--- src/hw/fb_macros.svh ---
/* framebuffer and 480p display sizes
   shared by timing, painter, memory and scanout */

`ifndef FB_MACROS_SVH
`define FB_MACROS_SVH

// framebuffer geometry, 1 bit per pixel
`define FB_WIDTH    160
`define FB_HEIGHT   120
`define FB_PIXELS   (`FB_WIDTH * `FB_HEIGHT)
`define FB_ADDRW    15

// 640x480 at 60 Hz, 800x525 total
`define H_ACTIVE    640
`define H_FP        16
`define H_SYNC      96
`define H_BP        48
`define V_ACTIVE    480
`define V_FP        10
`define V_SYNC      2
`define V_BP        33

`define CORDW       10  // enough for 0..799

`endif
--- src/hw/display_pkg.sv ---
/* screen-side types
   beam coordinates and the 12-bit rgb colour */

`default_nettype none

`include "fb_macros.svh"

package display_pkg;

    // unsigned screen coordinate, covers blanking too
    typedef logic [`CORDW-1:0] coord_t;

    // 4 bits per channel, matches the vga dac
    typedef struct packed {
        logic [3:0] r;
        logic [3:0] g;
        logic [3:0] b;
    } colour_t;

endpackage

`default_nettype wire

--- src/hw/display_timing.sv ---
/* 480p display timing
   beam counters with registered syncs, data enable and frame start */

`default_nettype none

`include "fb_macros.svh"

module display_timing (
    input  wire logic              clk_pix,
    input  wire logic              reset,
    output display_pkg::coord_t    sx,
    output display_pkg::coord_t    sy,
    output logic                   hsync,
    output logic                   vsync,
    output logic                   de,
    output logic                   frame
);

    import display_pkg::*;

    localparam coord_t h_sync_sta = coord_t'(`H_ACTIVE + `H_FP);
    localparam coord_t h_sync_end = coord_t'(`H_ACTIVE + `H_FP + `H_SYNC - 1);
    localparam coord_t h_last     = coord_t'(`H_ACTIVE + `H_FP + `H_SYNC + `H_BP - 1);
    localparam coord_t v_sync_sta = coord_t'(`V_ACTIVE + `V_FP);
    localparam coord_t v_sync_end = coord_t'(`V_ACTIVE + `V_FP + `V_SYNC - 1);
    localparam coord_t v_last     = coord_t'(`V_ACTIVE + `V_FP + `V_SYNC + `V_BP - 1);

    coord_t sx_next;
    coord_t sy_next;

    // position one cycle ahead, so the flags below land with the counters
    always_comb begin
        if (sx == h_last) begin
            sx_next = '0;
            sy_next = (sy == v_last) ? '0 : sy + 1'b1;
        end else begin
            sx_next = sx + 1'b1;
            sy_next = sy;
        end
    end

    always_ff @(posedge clk_pix) begin
        if (reset) begin
            sx    <= h_last;  // first cycle after reset is 0,0
            sy    <= v_last;
            hsync <= 1'b1;
            vsync <= 1'b1;
            de    <= 1'b0;
            frame <= 1'b0;
        end else begin
            sx    <= sx_next;
            sy    <= sy_next;
            hsync <= !(sx_next >= h_sync_sta && sx_next <= h_sync_end);  // active low
            vsync <= !(sy_next >= v_sync_sta && sy_next <= v_sync_end);
            de    <= (sx_next < `H_ACTIVE) && (sy_next < `V_ACTIVE);
            frame <= (sx_next == '0) && (sy_next == '0);
        end
    end

    // frame start only where both counters wrapped from their last value
    frame_at_origin: assert property (
        @(posedge clk_pix) disable iff (reset)
        frame |-> (sx == '0 && sy == '0 &&
                   $past(sx) == h_last && $past(sy) == v_last)
    );

endmodule

`default_nettype wire

--- config.mk ---
export PLATFORM = sky130hd
export DESIGN_NAME = display_timing
export DESIGN_NICKNAME = d
export VERILOG_FILES = /design/src/hw/display_pkg.sv /design/src/hw/display_timing.sv
export VERILOG_INCLUDE_DIRS = /design/src /design/src/hw
export SDC_FILE = /design/constraint.sdc
export NUM_CORES = 1
export LEC_CHECK = 0
export BUFFER_PORTS_ARGS = -buffer_cell sky130_fd_sc_hd__buf_2
export CAP_MARGIN = 20
export CORE_ASPECT_RATIO = 0.9
export CORE_MARGIN = 4
export CORE_UTILIZATION = 55
export DETAILED_ROUTE_END_ITERATION = 16
export PLACE_DENSITY = 0.91
export SLEW_MARGIN = 20
export SYNTH_ARGS = -nofsm -noshare
export SYNTH_HDL_FRONTEND = slang
export SYNTH_SLANG_ARGS = --single-unit
--- constraint.sdc ---
create_clock -name clk_pix -period 2.5 [get_ports clk_pix]
set_input_delay 0.5 -clock clk_pix [delete_from_list [all_inputs] [get_ports clk_pix]]
set_output_delay 0.5 -clock clk_pix [all_outputs]
set_load 0.02 [all_outputs]
# Word level (Yosys, flattened, before mapping)
# Cells that the tools add are included.
# word_totals
reg_bits,24
in_bits,2
out_inout_bits,24
word_cells,27
# op_classes
addsub,2
n_lt_le_gt_ge,6
n_eq_ne,2
muxes,3
reduce_logical,8
# op_table
op,n
two-way mux 10 bit,3
"adder 10 x 1 -> 10 bit, second input constant",2
"== test 10 bit, second input constant",2
logical NOT 10 bit,2
">= comparator 10 bit, second input constant",1
">= comparator 10 x 9 -> 1 bit, second input constant",1
"<= comparator 10 bit, second input constant",1
"<= comparator 10 x 9 -> 1 bit, second input constant",1
"less-than comparator 10 bit, second input constant",1
"less-than comparator 10 x 9 -> 1 bit, second input constant",1
logical AND 1 bit,4
logical NOT 1 bit,2

# Logic depth before layout (Yosys ltp)
# Gate-level depths: netlist of the first run.
# depth
depth_word,6
mapped_depth,8
mapped_depth_nobuf,7

# Worst setup path before layout of the first run
# OpenSTA, ideal clock, no wires.
# synth_path
path_kind,flip-flop to flip-flop
start,register sx[7]
end,register frame
setup_time_ns,0.088
arrival_time_ns,2.147
required_ns,2.412
slack_ns,0.265
stages_incl_launch_ff,8
n_path_buf,2
synth_period_minus_slack_ns,2.235
path_cell_list,dfxtp_1 -> buf_6 -> or4b_4 -> buf_6 -> or4_4 -> a21oi_2 -> o2111ai_1 -> nor4_2
# synth_between
elab_chain_cells,4
elab_cells_between_ends,7
cone_classes,1 x add/sub; 1 x eq/ne; 2 x mux; 3 x reduce/logical
# synth_lines
item,line_no,source
start: declaration,display_timing.sv:11,"output display_pkg::coord_t sx,"
start signal: assignment,display_timing.sv:44,sx <= h_last;
start signal: assignment,display_timing.sv:51,sx <= sx_next;
adder 10 x 1 -> 10 bit / == test 10 bit (equally long branches),"display_timing.sv:37, display_timing.sv:33",
two-way mux 10 bit,display_timing.sv:33,if (sx == h_last) begin
logical NOT 10 bit,display_timing.sv:56,frame <= (sx_next == '0) && (sy_next == '0);
logical AND 1 bit (*),display_timing.sv:56,
end signal: assignment,display_timing.sv:56,
end: declaration,display_timing.sv:16,output logic frame
# Mark *: on every way between the ends. The rest lies on a longest branch, timed or not.
# A chain may end at the register's enable or synchronous reset.

# Final worst setup path of the first run
# layout_path
start,register sx[7]
end,register vsync
# layout_between
elab_chain_cells,5
elab_cells_between_ends,6
cone_classes,2 x order compare; 1 x eq/ne; 1 x mux; 2 x reduce/logical
# layout_lines
item,line_no,source
== test 10 bit (*),display_timing.sv:33,
two-way mux 10 bit (*),display_timing.sv:33,
>= comparator 10 x 9 -> 1 bit / <= comparator 10 x 9 -> 1 bit (equally long branches),display_timing.sv:54,vsync <= !(sy_next >= v_sync_sta && sy_next <= v_sync_end);
logical AND 1 bit (*),display_timing.sv:54,
logical NOT 1 bit (*),display_timing.sv:54,
end signal: assignment,display_timing.sv:54,
end: declaration,display_timing.sv:14,"output logic vsync,"
# Marked as above.

==> run summary, run 1 <==
Status -> completed
Number of global-route vias before repair -> 1324
RSZ-0062 raised after global routing -> false
Dpl ws -> 0.299 ns
Core area -> 2510 um2
Longest Clk Path Bufs -> 2
Syn_area_per_cell -> 8.38 um2
Worst-Skew Late Latency -> 0.33 ns
Die span in y -> 57.3 um
Ys async rst share -> 0%
CTS buffer count -> 3
Final number of hold-violating endpoints -> 0
# rows -> 17
Met2 wire len -> 1760 um
Critical path buffers and inverters -> 0
Post-CTS setup buffer count -> 0
CP max-delay cell -> or4b_4
Final #Nets -> 204
Vias per cell -> 6.61
Remaining DRCs -> 0
Top cell type's share of synthesized area -> 32.4%
Family with the most delay on the worst path -> simple AND/OR/NAND/NOR gates
Diode count -> 0
CP peak stage delay -> 0.61 ns
Synth-to-layout area growth -> 12.0%
Arrival @ worst endpoint -> 2.43 ns
Power Density -> 1270 nW/um2
Root buffer cell -> clkbuf_4
Synth warn -> 0
Highest Signal Layer -> met4
Crit path cell chain -> or4b_4, nor4_1, xnor2_1, nor4_4, o2111ai_1
Kind of critical path -> flop to flop
Setup TNS -> 0 ns
Number of port buffers -> 25
Post-synth EDFFs -> 0
CTS tree -> yes
Initial core utilization -> 59.1%
CTS HTree Levels -> 1
Antenna-violating nets left -> 0
Clk sinks -> 24
IO Pins -> 26
Post-synthesis cell type count -> 47
Cell accounting for the most synthesized area -> dfxtp_1
Final WL -> 3720 um
Final core utilization -> 66.2%
Final Worst Setup Slack -> 0.279 ns
Setup violators final -> 0
Max-Cap Viols -> 0
HPWL after detailed placement -> 2710 um
Max-slew headroom -> 67.5%
Seq/Total Area, Yosys -> 32.4%
Number of synthesized register bits -> 24
Hold Worst Slack -> 0.552 ns
Vias -> 1487
PostCTS Resize Cnt -> 0
Hold buffers post-CTS -> 0
Die Wd -> 62.8 um
Total track usage -> 21.9%
Leak -> 0.000640 uW
Initial drt markers -> 119
Final Skew -> 0.00675 ns
Die area -> 3590 um2
Worst Tran Pin Value -> 0.474 ns
Top post-synthesis cells by count -> dfxtp_1, nand3_1, nor2_1, xnor2_1
Main flop type after synthesis -> dfxtp_1
Slew Limit Fails -> 0
Critical Path Source Type -> flop
Final Wtd Congestion -> 0.942
Mapped Nets -> 183
Clock-pin slew on the worst setup and hold paths -> 0.15 ns
Wl on met1 -> 1600 um
DR WL/cell -> 16.5 um
Total congestion overflow -> 0
Post-layout min period -> 2.22 ns
First-pass GRT wire length -> 6400 um
Share of cells above drive strength 1 -> 22.8%
Worst Path Max Fanout -> 8
Top post-synthesis cells by area -> dfxtp_1, xnor2_1, nand3_1, ha_1, nand4_1
Critical path capture point type -> flop
WP data required -> 2.71 ns
Met3 WL -> 324 um
Count leader, synth -> dfxtp_1
Period utilization -> 88.8%
Largest net degree at the start of global routing -> 22
Max VDD drop -> 0.000735 V
Max frequency -> 450 MHz
FILL cells -> 221
Post-Syn Instances -> 177
Post-Synthesis Cell Area -> 1480 um2
Worst min path class -> primary input to flop
First-pass detailed-route iteration total -> 5
Initial antenna violation count -> 0
## per-layer routing
layer	track usage (%)	vias to the layer above
met5	0	-
met4	5.66	0
met3	5.12	6
met2	34.2	85
met1	30.4	702
li1	-	694
## power breakdown
part	total (uW)	leakage, uW	switching, uW	internal, uW
Clock	291	0.0000279	129	162
Sequential	666	0.000196	191	475
Combinational	1150	0.000416	702	445
## state kept, by name (all words and copies together) (netlist names)
| register | cells |
|---|---|
| frame | 1 |
| sx | 10 |
| de | 1 |
| hsync | 1 |
| vsync | 1 |
| sy | 10 |
## cell type report
cell class | count | area, um2 | area share (%)
sequential | 24 | 480 | 28.9
clock inverter | 1 | 30.0 | 1.81
multi-input combinational | 131 | 905 | 54.4
tap | 28 | 35.0 | 2.11
inverter | 9 | 33.8 | 2.03
timing repair buffer | 29 | 155 | 9.34
clock buffer | 3 | 22.5 | 1.36
## cells by family (layout without fill, tap and decap cells)
family                   after synthesis  after routing  share of synthesized area [%]
multiplexers                           3              3                           2.02
XOR/XNOR                              12             12                           7.08
buffers and inverters                 22             42                           6.66
AND/OR/NAND/NOR                       76             76                           30.9
AO/OA/AOI/OAI                         36             36                           17.5
adder cells (fa/ha/maj)                4              4                           3.37
flip-flops                            24             24                           32.4
## per-stage QoR
stage	std cells	cell area [um2]	total power, uW
after floorplan	177	1480	1490
after global placement	221	1610	1730
after detailed placement	221	1610	1780
after CTS	225	1660	2080
after global routing	225	1660	2230
final	225	1660	2100
## path summary, 6_finish.rpt
path | start | to | slack, ns | depth (start not counted)
setup / recovery | sx[7] | vsync | 0.28 | 5
hold / removal | reset | sy[6] | 0.55 | 2
setup reg to reg | sx[7] | vsync | 0.28 | 5
hold reg to reg | sx[0] | sx[0] | 0.59 | 2
## placed cells by master (no fill, tap or decap), types with 2 or more instances in the layout
cell / Yosys / routed
nor4b_1: 2 / 2
nor2_1: 11 / 11
nor4_1: 5 / 5
nor4_2: 2 / 2
and3_1: 2 / 2
a21o_1: 4 / 4
dfxtp_1: 24 / 24
nand4_1: 7 / 7
nor3_1: 6 / 6
nand2_1: 8 / 8
clkbuf_4: 0 / 3
ha_1: 4 / 4
nor3_2: 2 / 2
buf_4: 0 / 4
o31ai_1: 2 / 2
nor2b_1: 2 / 2
mux2i_1: 3 / 3
a31oi_1: 2 / 2
nand3_1: 15 / 15
inv_1: 9 / 9
nand2b_1: 4 / 4
a211oi_1: 3 / 3
buf_2: 1 / 25
xnor2_1: 11 / 11
or2_2: 3 / 3
or3_1: 2 / 2
o2111ai_1: 3 / 3
a21oi_1: 7 / 7
o21ai_0: 4 / 4
## worst register-to-register path, stage by stage (launching register included)
cell       delay [ns]
dfxtp_1          0.41
or4b_4           0.61
nor4_1           0.39
xnor2_1          0.21
nor4_4           0.33
o2111ai_1        0.16
Power figures use the tool's default switching activity.
==> inputs of run 2 (changes only) <==
--- a/config.mk
+++ b/config.mk
@@ -13,7 +13,7 @@
 export CORE_UTILIZATION = 55
 export DETAILED_ROUTE_END_ITERATION = 16
 export PLACE_DENSITY = 0.91
-export SLEW_MARGIN = 20
+export SLEW_MARGIN = 30
 export SYNTH_ARGS = -nofsm -noshare
 export SYNTH_HDL_FRONTEND = slang
 export SYNTH_SLANG_ARGS = --single-unit
==> constraint.sdc (replaced) <==
create_clock -name clk_pix -period 2.4 [get_ports clk_pix]
set_input_delay 0.48 -clock clk_pix [delete_from_list [all_inputs] [get_ports clk_pix]]
set_output_delay 0.48 -clock clk_pix [all_outputs]
set_load 0.02 [all_outputs]
==> run 2 against run 1 <==
- largest power group unchanged
- clock skew fell by 0.0018 ns
- routed wire length fell by 1.2%
- critical path type unchanged
- critical endpoint is now frame
- clock power fell by 26%
- total power rose by 0.11%
- utilization fell by 0.10 points
==> run summary, run 2 (synthesized netlist as in run 1, its figures left out) <==
FILL cells -> 230 (was 221)
Die area -> 3590 um2 (unchanged)
Number of global-route vias before repair -> 1376 (was 1324)
Number of port buffers -> 25 (unchanged)
Initial drt markers -> 83 (was 119)
Max-slew headroom -> 64.7% (was 67.5%)
Sequential cell area -> 480 um2 (unchanged)
CTS tree -> yes (unchanged)
Switching Share -> 49.6% (was 48.6%)
Power Internal -> 1060 uW (was 1080 uW)
Crit path cell chain -> or4b_4, or4_4, a21oi_2, o2111ai_1, nor4_2 (was or4b_4, nor4_1, xnor2_1, nor4_4, o2111ai_1)
Largest registers -> sx x10, sy x10 (unchanged)
Diode count -> 0 (unchanged)
Worst min path class -> primary input to flop (unchanged)
Clock-pin slew on the worst setup and hold paths -> 0.13 ns (was 0.15 ns)
Core area -> 2510 um2 (unchanged)
Initial antenna violation count -> 0 (unchanged)
Longest Clk Path Bufs -> 2 (unchanged)
First-pass detailed-route iteration total -> 5 (unchanged)
First-pass GRT wire length -> 6130 um (was 6400 um)
Largest net degree at the start of global routing -> 22 (unchanged)
Critical path capture point type -> flop (unchanged)
CTS buffer count -> 3 (unchanged)
Max-Cap Viols -> 0 (unchanged)
Power Density -> 1270 nW/um2 (about the same)
Seq pwr share -> 33.2% (was 31.6%)
Comb power frac -> 56.6% (was 54.5%)
Clk sinks -> 24 (unchanged)
Final #Nets -> 205 (was 204)
Most frequent cells in the layout -> buf_2, dfxtp_1, nand3_1, nor2_1, xnor2_1 (unchanged)
Slew Limit Fails -> 0 (unchanged)
Hold buffers post-CTS -> 0 (unchanged)
Final Worst Setup Slack -> 0.193 ns (was 0.279 ns)
Max VDD drop -> 0.000735 V (about the same)
Worst-Skew Late Latency -> 0.32 ns (was 0.33 ns)
Share of cells above drive strength 1 -> 23.7% (was 22.8%)
Multi-input gate area -> 911 um2 (was 905 um2)
DR WL/cell -> 16.3 um (was 16.5 um)
Commonest non-fill, non-tap cell in the layout -> buf_2 (unchanged)
Critical path buffers and inverters -> 0 (unchanged)
HPWL after detailed placement -> 2710 um (about the same)
Max frequency -> 453 MHz (was 450 MHz)
Die Wd -> 62.8 um (unchanged)
Total congestion overflow -> 0 (unchanged)
Initial core utilization -> 59.1% (unchanged)
WP data required -> 2.64 ns (was 2.71 ns)
RSZ-0062 raised after global routing -> false (unchanged)
Worst Tran Pin Value -> 0.523 ns (was 0.474 ns)
Period utilization -> 91.9% (was 88.8%)
Vias -> 1451 (was 1487)
IO Pins -> 26 (unchanged)
Dpl ws -> 0.141 ns (was 0.299 ns)
Root buffer cell -> clkbuf_4 (unchanged)
Net Switching -> 1040 uW (was 1020 uW)
Final number of hold-violating endpoints -> 0 (unchanged)
# rows -> 17 (unchanged)
Final WL -> 3680 um (was 3720 um)
Vias per cell -> 6.42 (was 6.61)
CP max-delay cell -> or4b_4 (unchanged)
Synth-to-layout area growth -> 11.8% (was 12.0%)
Status -> completed (unchanged)
CP peak stage delay -> 0.61 ns (about the same)
Post-layout min period -> 2.21 ns (was 2.22 ns)
Final Wtd Congestion -> 0.977 (was 0.942)
Total track usage -> 21.2% (was 21.9%)
Leak -> 0.000637 uW (was 0.000640 uW)
Family with the most delay on the worst path -> simple AND/OR/NAND/NOR gates (unchanged)
Worst Path Max Fanout -> 8 (unchanged)
Arrival @ worst endpoint -> 2.44 ns (was 2.43 ns)
Setup violators final -> 0 (unchanged)
Setup TNS -> 0 ns (unchanged)
Final Skew -> 0.00495 ns (was 0.00675 ns)
Die span in y -> 57.3 um (unchanged)
Remaining DRCs -> 0 (unchanged)
Critical Path Source Type -> flop (unchanged)
Antenna-violating nets left -> 0 (unchanged)
Kind of critical path -> flop to flop (unchanged)
Clock share of power -> 10.2% (was 13.8%)
CTS HTree Levels -> 1 (unchanged)
[run 2: cell types whose count changed in the layout (fill, tap and decap cells not counted)]
cell       before  now
buf_4           4    5
bufinv_16       1    0
clkbuf_8        0    1
nor4_1          5    4
nor4_2          2    3
[run 2: per-layer routing]
layer	share of wire, %	up-vias	track usage, %
met1	43	673	26.2
met4	1.1	0	7.23
met3	7.8	7	5.31
li1	-	698	-
met2	48	73	36.2
met5	0	-	0
[run 2: timing repair]
action | CTS | global route
gates resized for setup | 0 | 1
endpoints found under the setup margin | 0 | 4
hold endpoints to repair | 0 | 0
buffers inserted | 0 | 1
[run 2: power by group through the flow]
stage	clock [uW]	combinational (uW)	sequential, uW
6_report	215	1190	699
5_1_grt	237	1280	721
4_1_cts	222	1150	693
3_5_place_dp	0	1140	701
3_3_place_gp	0	1120	682
2_1_floorplan	0	853	701
[run 2: area by class of cell]
type | count | share of cell area [%]
well taps | 28 | 2.11
repair buffers | 30 | 9.80
flip-flops and latches | 24 | 29.0
multi-input cells | 131 | 54.9
inverters | 9 | 2.04
clock buffers | 4 | 2.19
[run 2: stage by stage]
stage	instance area (um2)	std cells	power [uW]	hold WS (ns)	util, %
finish	1660	226	2110	0.549	66.1
CTS	1650	225	2070	0.538	65.6
global placement	1610	221	1800	0.527	64.1
floorplan	1480	177	1550	0.598	-
detailed placement	1610	221	1840	0.556	64.1
global route	1660	226	2240	0.555	66.1
[run 2: worst paths after layout]
check | depth (start not counted) | slack, ns | to | start
setup / recovery | 5 | 0.19 | frame | sx[7]
hold / removal | 2 | 0.55 | sy[6] | reset
setup reg to reg | 5 | 0.19 | frame | sx[7]
hold reg to reg | 2 | 0.59 | sy[1] | sy[1]
==> inputs of run 3 (changes only) <==
--- a/config.mk
+++ b/config.mk
@@ -8,7 +8,6 @@
 export LEC_CHECK = 0
 export BUFFER_PORTS_ARGS = -buffer_cell sky130_fd_sc_hd__buf_2
 export CAP_MARGIN = 20
-export CORE_ASPECT_RATIO = 0.9
 export CORE_MARGIN = 4
 export CORE_UTILIZATION = 55
 export DETAILED_ROUTE_END_ITERATION = 16
==> run 3 against run 2 <==
- sequential share of layout area rose by 0.31 points
- clock power shrank 11%
- die area about the same
- setup slack worse by 0.13 ns
- global-route usage grew 1.2 points
- via count is 3.0% higher
- critical path depth unchanged
- routed wire length rose by 6.1%
- non-clock buffer count is the same
- register-to-register slack got worse by 0.13 ns
- critical path type unchanged
==> run summary, run 3 (synthesized netlist as in run 1, its figures left out) <==
Status -> completed (unchanged)
Worst Path Max Fanout -> 10 (was 8)
Longest Clk Path Bufs -> 2 (unchanged)
Initial drt markers -> 75 (was 83)
DR WL/cell -> 17.2 um (was 16.3 um)
WP data required -> 2.61 ns (was 2.64 ns)
Max-slew headroom -> 65.9% (was 64.7%)
Antenna-violating nets left -> 0 (unchanged)
Final Worst Setup Slack -> 0.0589 ns (was 0.193 ns)
FILL cells -> 212 (was 230)
Kind of critical path -> flop to flop (unchanged)
Synth-to-layout area growth -> 10.6% (was 11.8%)
Largest registers -> sx x10, sy x10 (unchanged)
Worst Tran Pin Value -> 0.498 ns (was 0.523 ns)
Critical path capture point type -> flop (unchanged)
Max VDD drop -> 0.000710 V (was 0.000735 V)
Final Wtd Congestion -> 0.980 (was 0.977)
First-pass detailed-route iteration total -> 5 (unchanged)
Worst min path class -> primary input to flop (unchanged)
Number of global-route vias before repair -> 1386 (was 1376)
Arrival @ worst endpoint -> 2.55 ns (was 2.44 ns)
Critical Path Source Type -> flop (unchanged)
CP max-delay cell -> or4b_4 (unchanged)
Post-layout min period -> 2.34 ns (was 2.21 ns)
First-pass GRT wire length -> 6210 um (was 6130 um)
Crit path cell chain -> or4b_4, nor4_1, xnor2_1, nor4_4, o2111ai_1 (was or4b_4, or4_4, a21oi_2, o2111ai_1, nor4_2)
Hold Worst Slack -> 0.527 ns (was 0.549 ns)
Most frequent cells in the layout -> buf_2, dfxtp_1, nand3_1, nor2_1, xnor2_1 (unchanged)
Die Wd -> 59.9 um (was 62.8 um)
Final #Nets -> 205 (unchanged)
CTS HTree Levels -> 1 (unchanged)
Vias -> 1494 (was 1451)
Remaining DRCs -> 0 (unchanged)
Number of port buffers -> 25 (unchanged)
Slew Limit Fails -> 0 (unchanged)
Clock-pin slew on the worst setup and hold paths -> 0.14 ns (was 0.13 ns)
Initial core utilization -> 58.8% (was 59.1%)
Share of cells above drive strength 1 -> 22.8% (was 23.7%)
IO Pins -> 26 (unchanged)
Core area -> 2520 um2 (was 2510 um2)
Largest net degree at the start of global routing -> 22 (unchanged)
Die span in y -> 59.9 um (was 57.3 um)
Leak -> 0.000630 uW (was 0.000637 uW)
HPWL after detailed placement -> 2780 um (was 2710 um)
Final Skew -> 0.00590 ns (was 0.00495 ns)
CTS tree -> yes (unchanged)
CTS buffer count -> 3 (unchanged)
Initial antenna violation count -> 0 (unchanged)
# rows -> 18 (was 17)
Worst-Skew Late Latency -> 0.33 ns (was 0.32 ns)
Max frequency -> 427 MHz (was 453 MHz)
Period utilization -> 97.5% (was 91.9%)
Root buffer cell -> clkbuf_4 (unchanged)
CP peak stage delay -> 0.59 ns (was 0.61 ns)
Total congestion overflow -> 0 (unchanged)
Placed Cells -> 223 (was 221)
RSZ-0062 raised after global routing -> false (unchanged)
Clk sinks -> 24 (unchanged)
Power Density -> 1270 nW/um2 (about the same)
Final number of hold-violating endpoints -> 0 (unchanged)
Vias per cell -> 6.58 (was 6.42)
Diode count -> 0 (unchanged)
Hold buffers post-CTS -> 0 (unchanged)
Setup TNS -> 0 ns (unchanged)
Non-Filler Instances -> 227 (was 226)
Dpl ws -> 0.172 ns (was 0.141 ns)
Die area -> 3590 um2 (about the same)
Total track usage -> 22.4% (was 21.2%)
Pwr Total -> 2080 uW (was 2110 uW)
Commonest non-fill, non-tap cell in the layout -> buf_2 (unchanged)
Setup violators final -> 0 (unchanged)
Max-Cap Viols -> 0 (unchanged)
Final WL -> 3900 um (was 3680 um)
-- run 3: per-layer routing --
metal,wire [um],GRT usage (%),share of wire (%),up-vias
met5,0,0,0,-
met4,111,12.3,2.8,0
met3,330,3.02,8.5,19
met2,1900,36.4,49,97
met1,1560,28.3,40,687
li1,-,-,-,691
-- run 3: report_power, final --
| part | switching [uW] | total [uW] | internal [uW] |
|---|---|---|---|
| Clock | 132 | 191 | 59.1 |
| Combinational | 719 | 1190 | 474 |
| Sequential | 203 | 698 | 495 |
-- run 3: area by class of cell --
class / count / area [um2] / share of cell area (%)
clock buffers: 3 / 22.5 / 1.37
inverters: 9 / 33.8 / 2.06
multi-input cells: 131 / 905 / 55.1
flip-flops and latches: 24 / 480 / 29.3
well taps: 30 / 37.5 / 2.29
repair buffers: 30 / 163 / 9.91
-- run 3: repair_timing --
item,CTS,global route
setup buffers,0,1
setup endpoints to repair,0,3
resized for setup,0,0
-- run 3: worst max-delay path, delay by kind of cell (launching register included) --
kind	cells	cell delay (ns)
flops	1	0.45
simple gates	3	1.38
xor+xnor	1	0.23
compound gates	1	0.16
-- run 3: per-stage QoR --
step | utilization, % | instance area (um2)
after detailed placement | 63.9 | 1610
after global routing | 65.1 | 1640
after floorplan | - | 1480
after CTS | 64.8 | 1630
after global placement | 63.9 | 1610
final | 65.1 | 1640
-- run 3: path summary, 6_finish.rpt --
path	end	startpoint	cells after the start	slack [ns]
max reg2reg	vsync	sx[6]	5	0.06
min reg2reg	sx[0]	sx[0]	2	0.59
max	vsync	sx[6]	5	0.06
min	sy[0]	reset	2	0.53
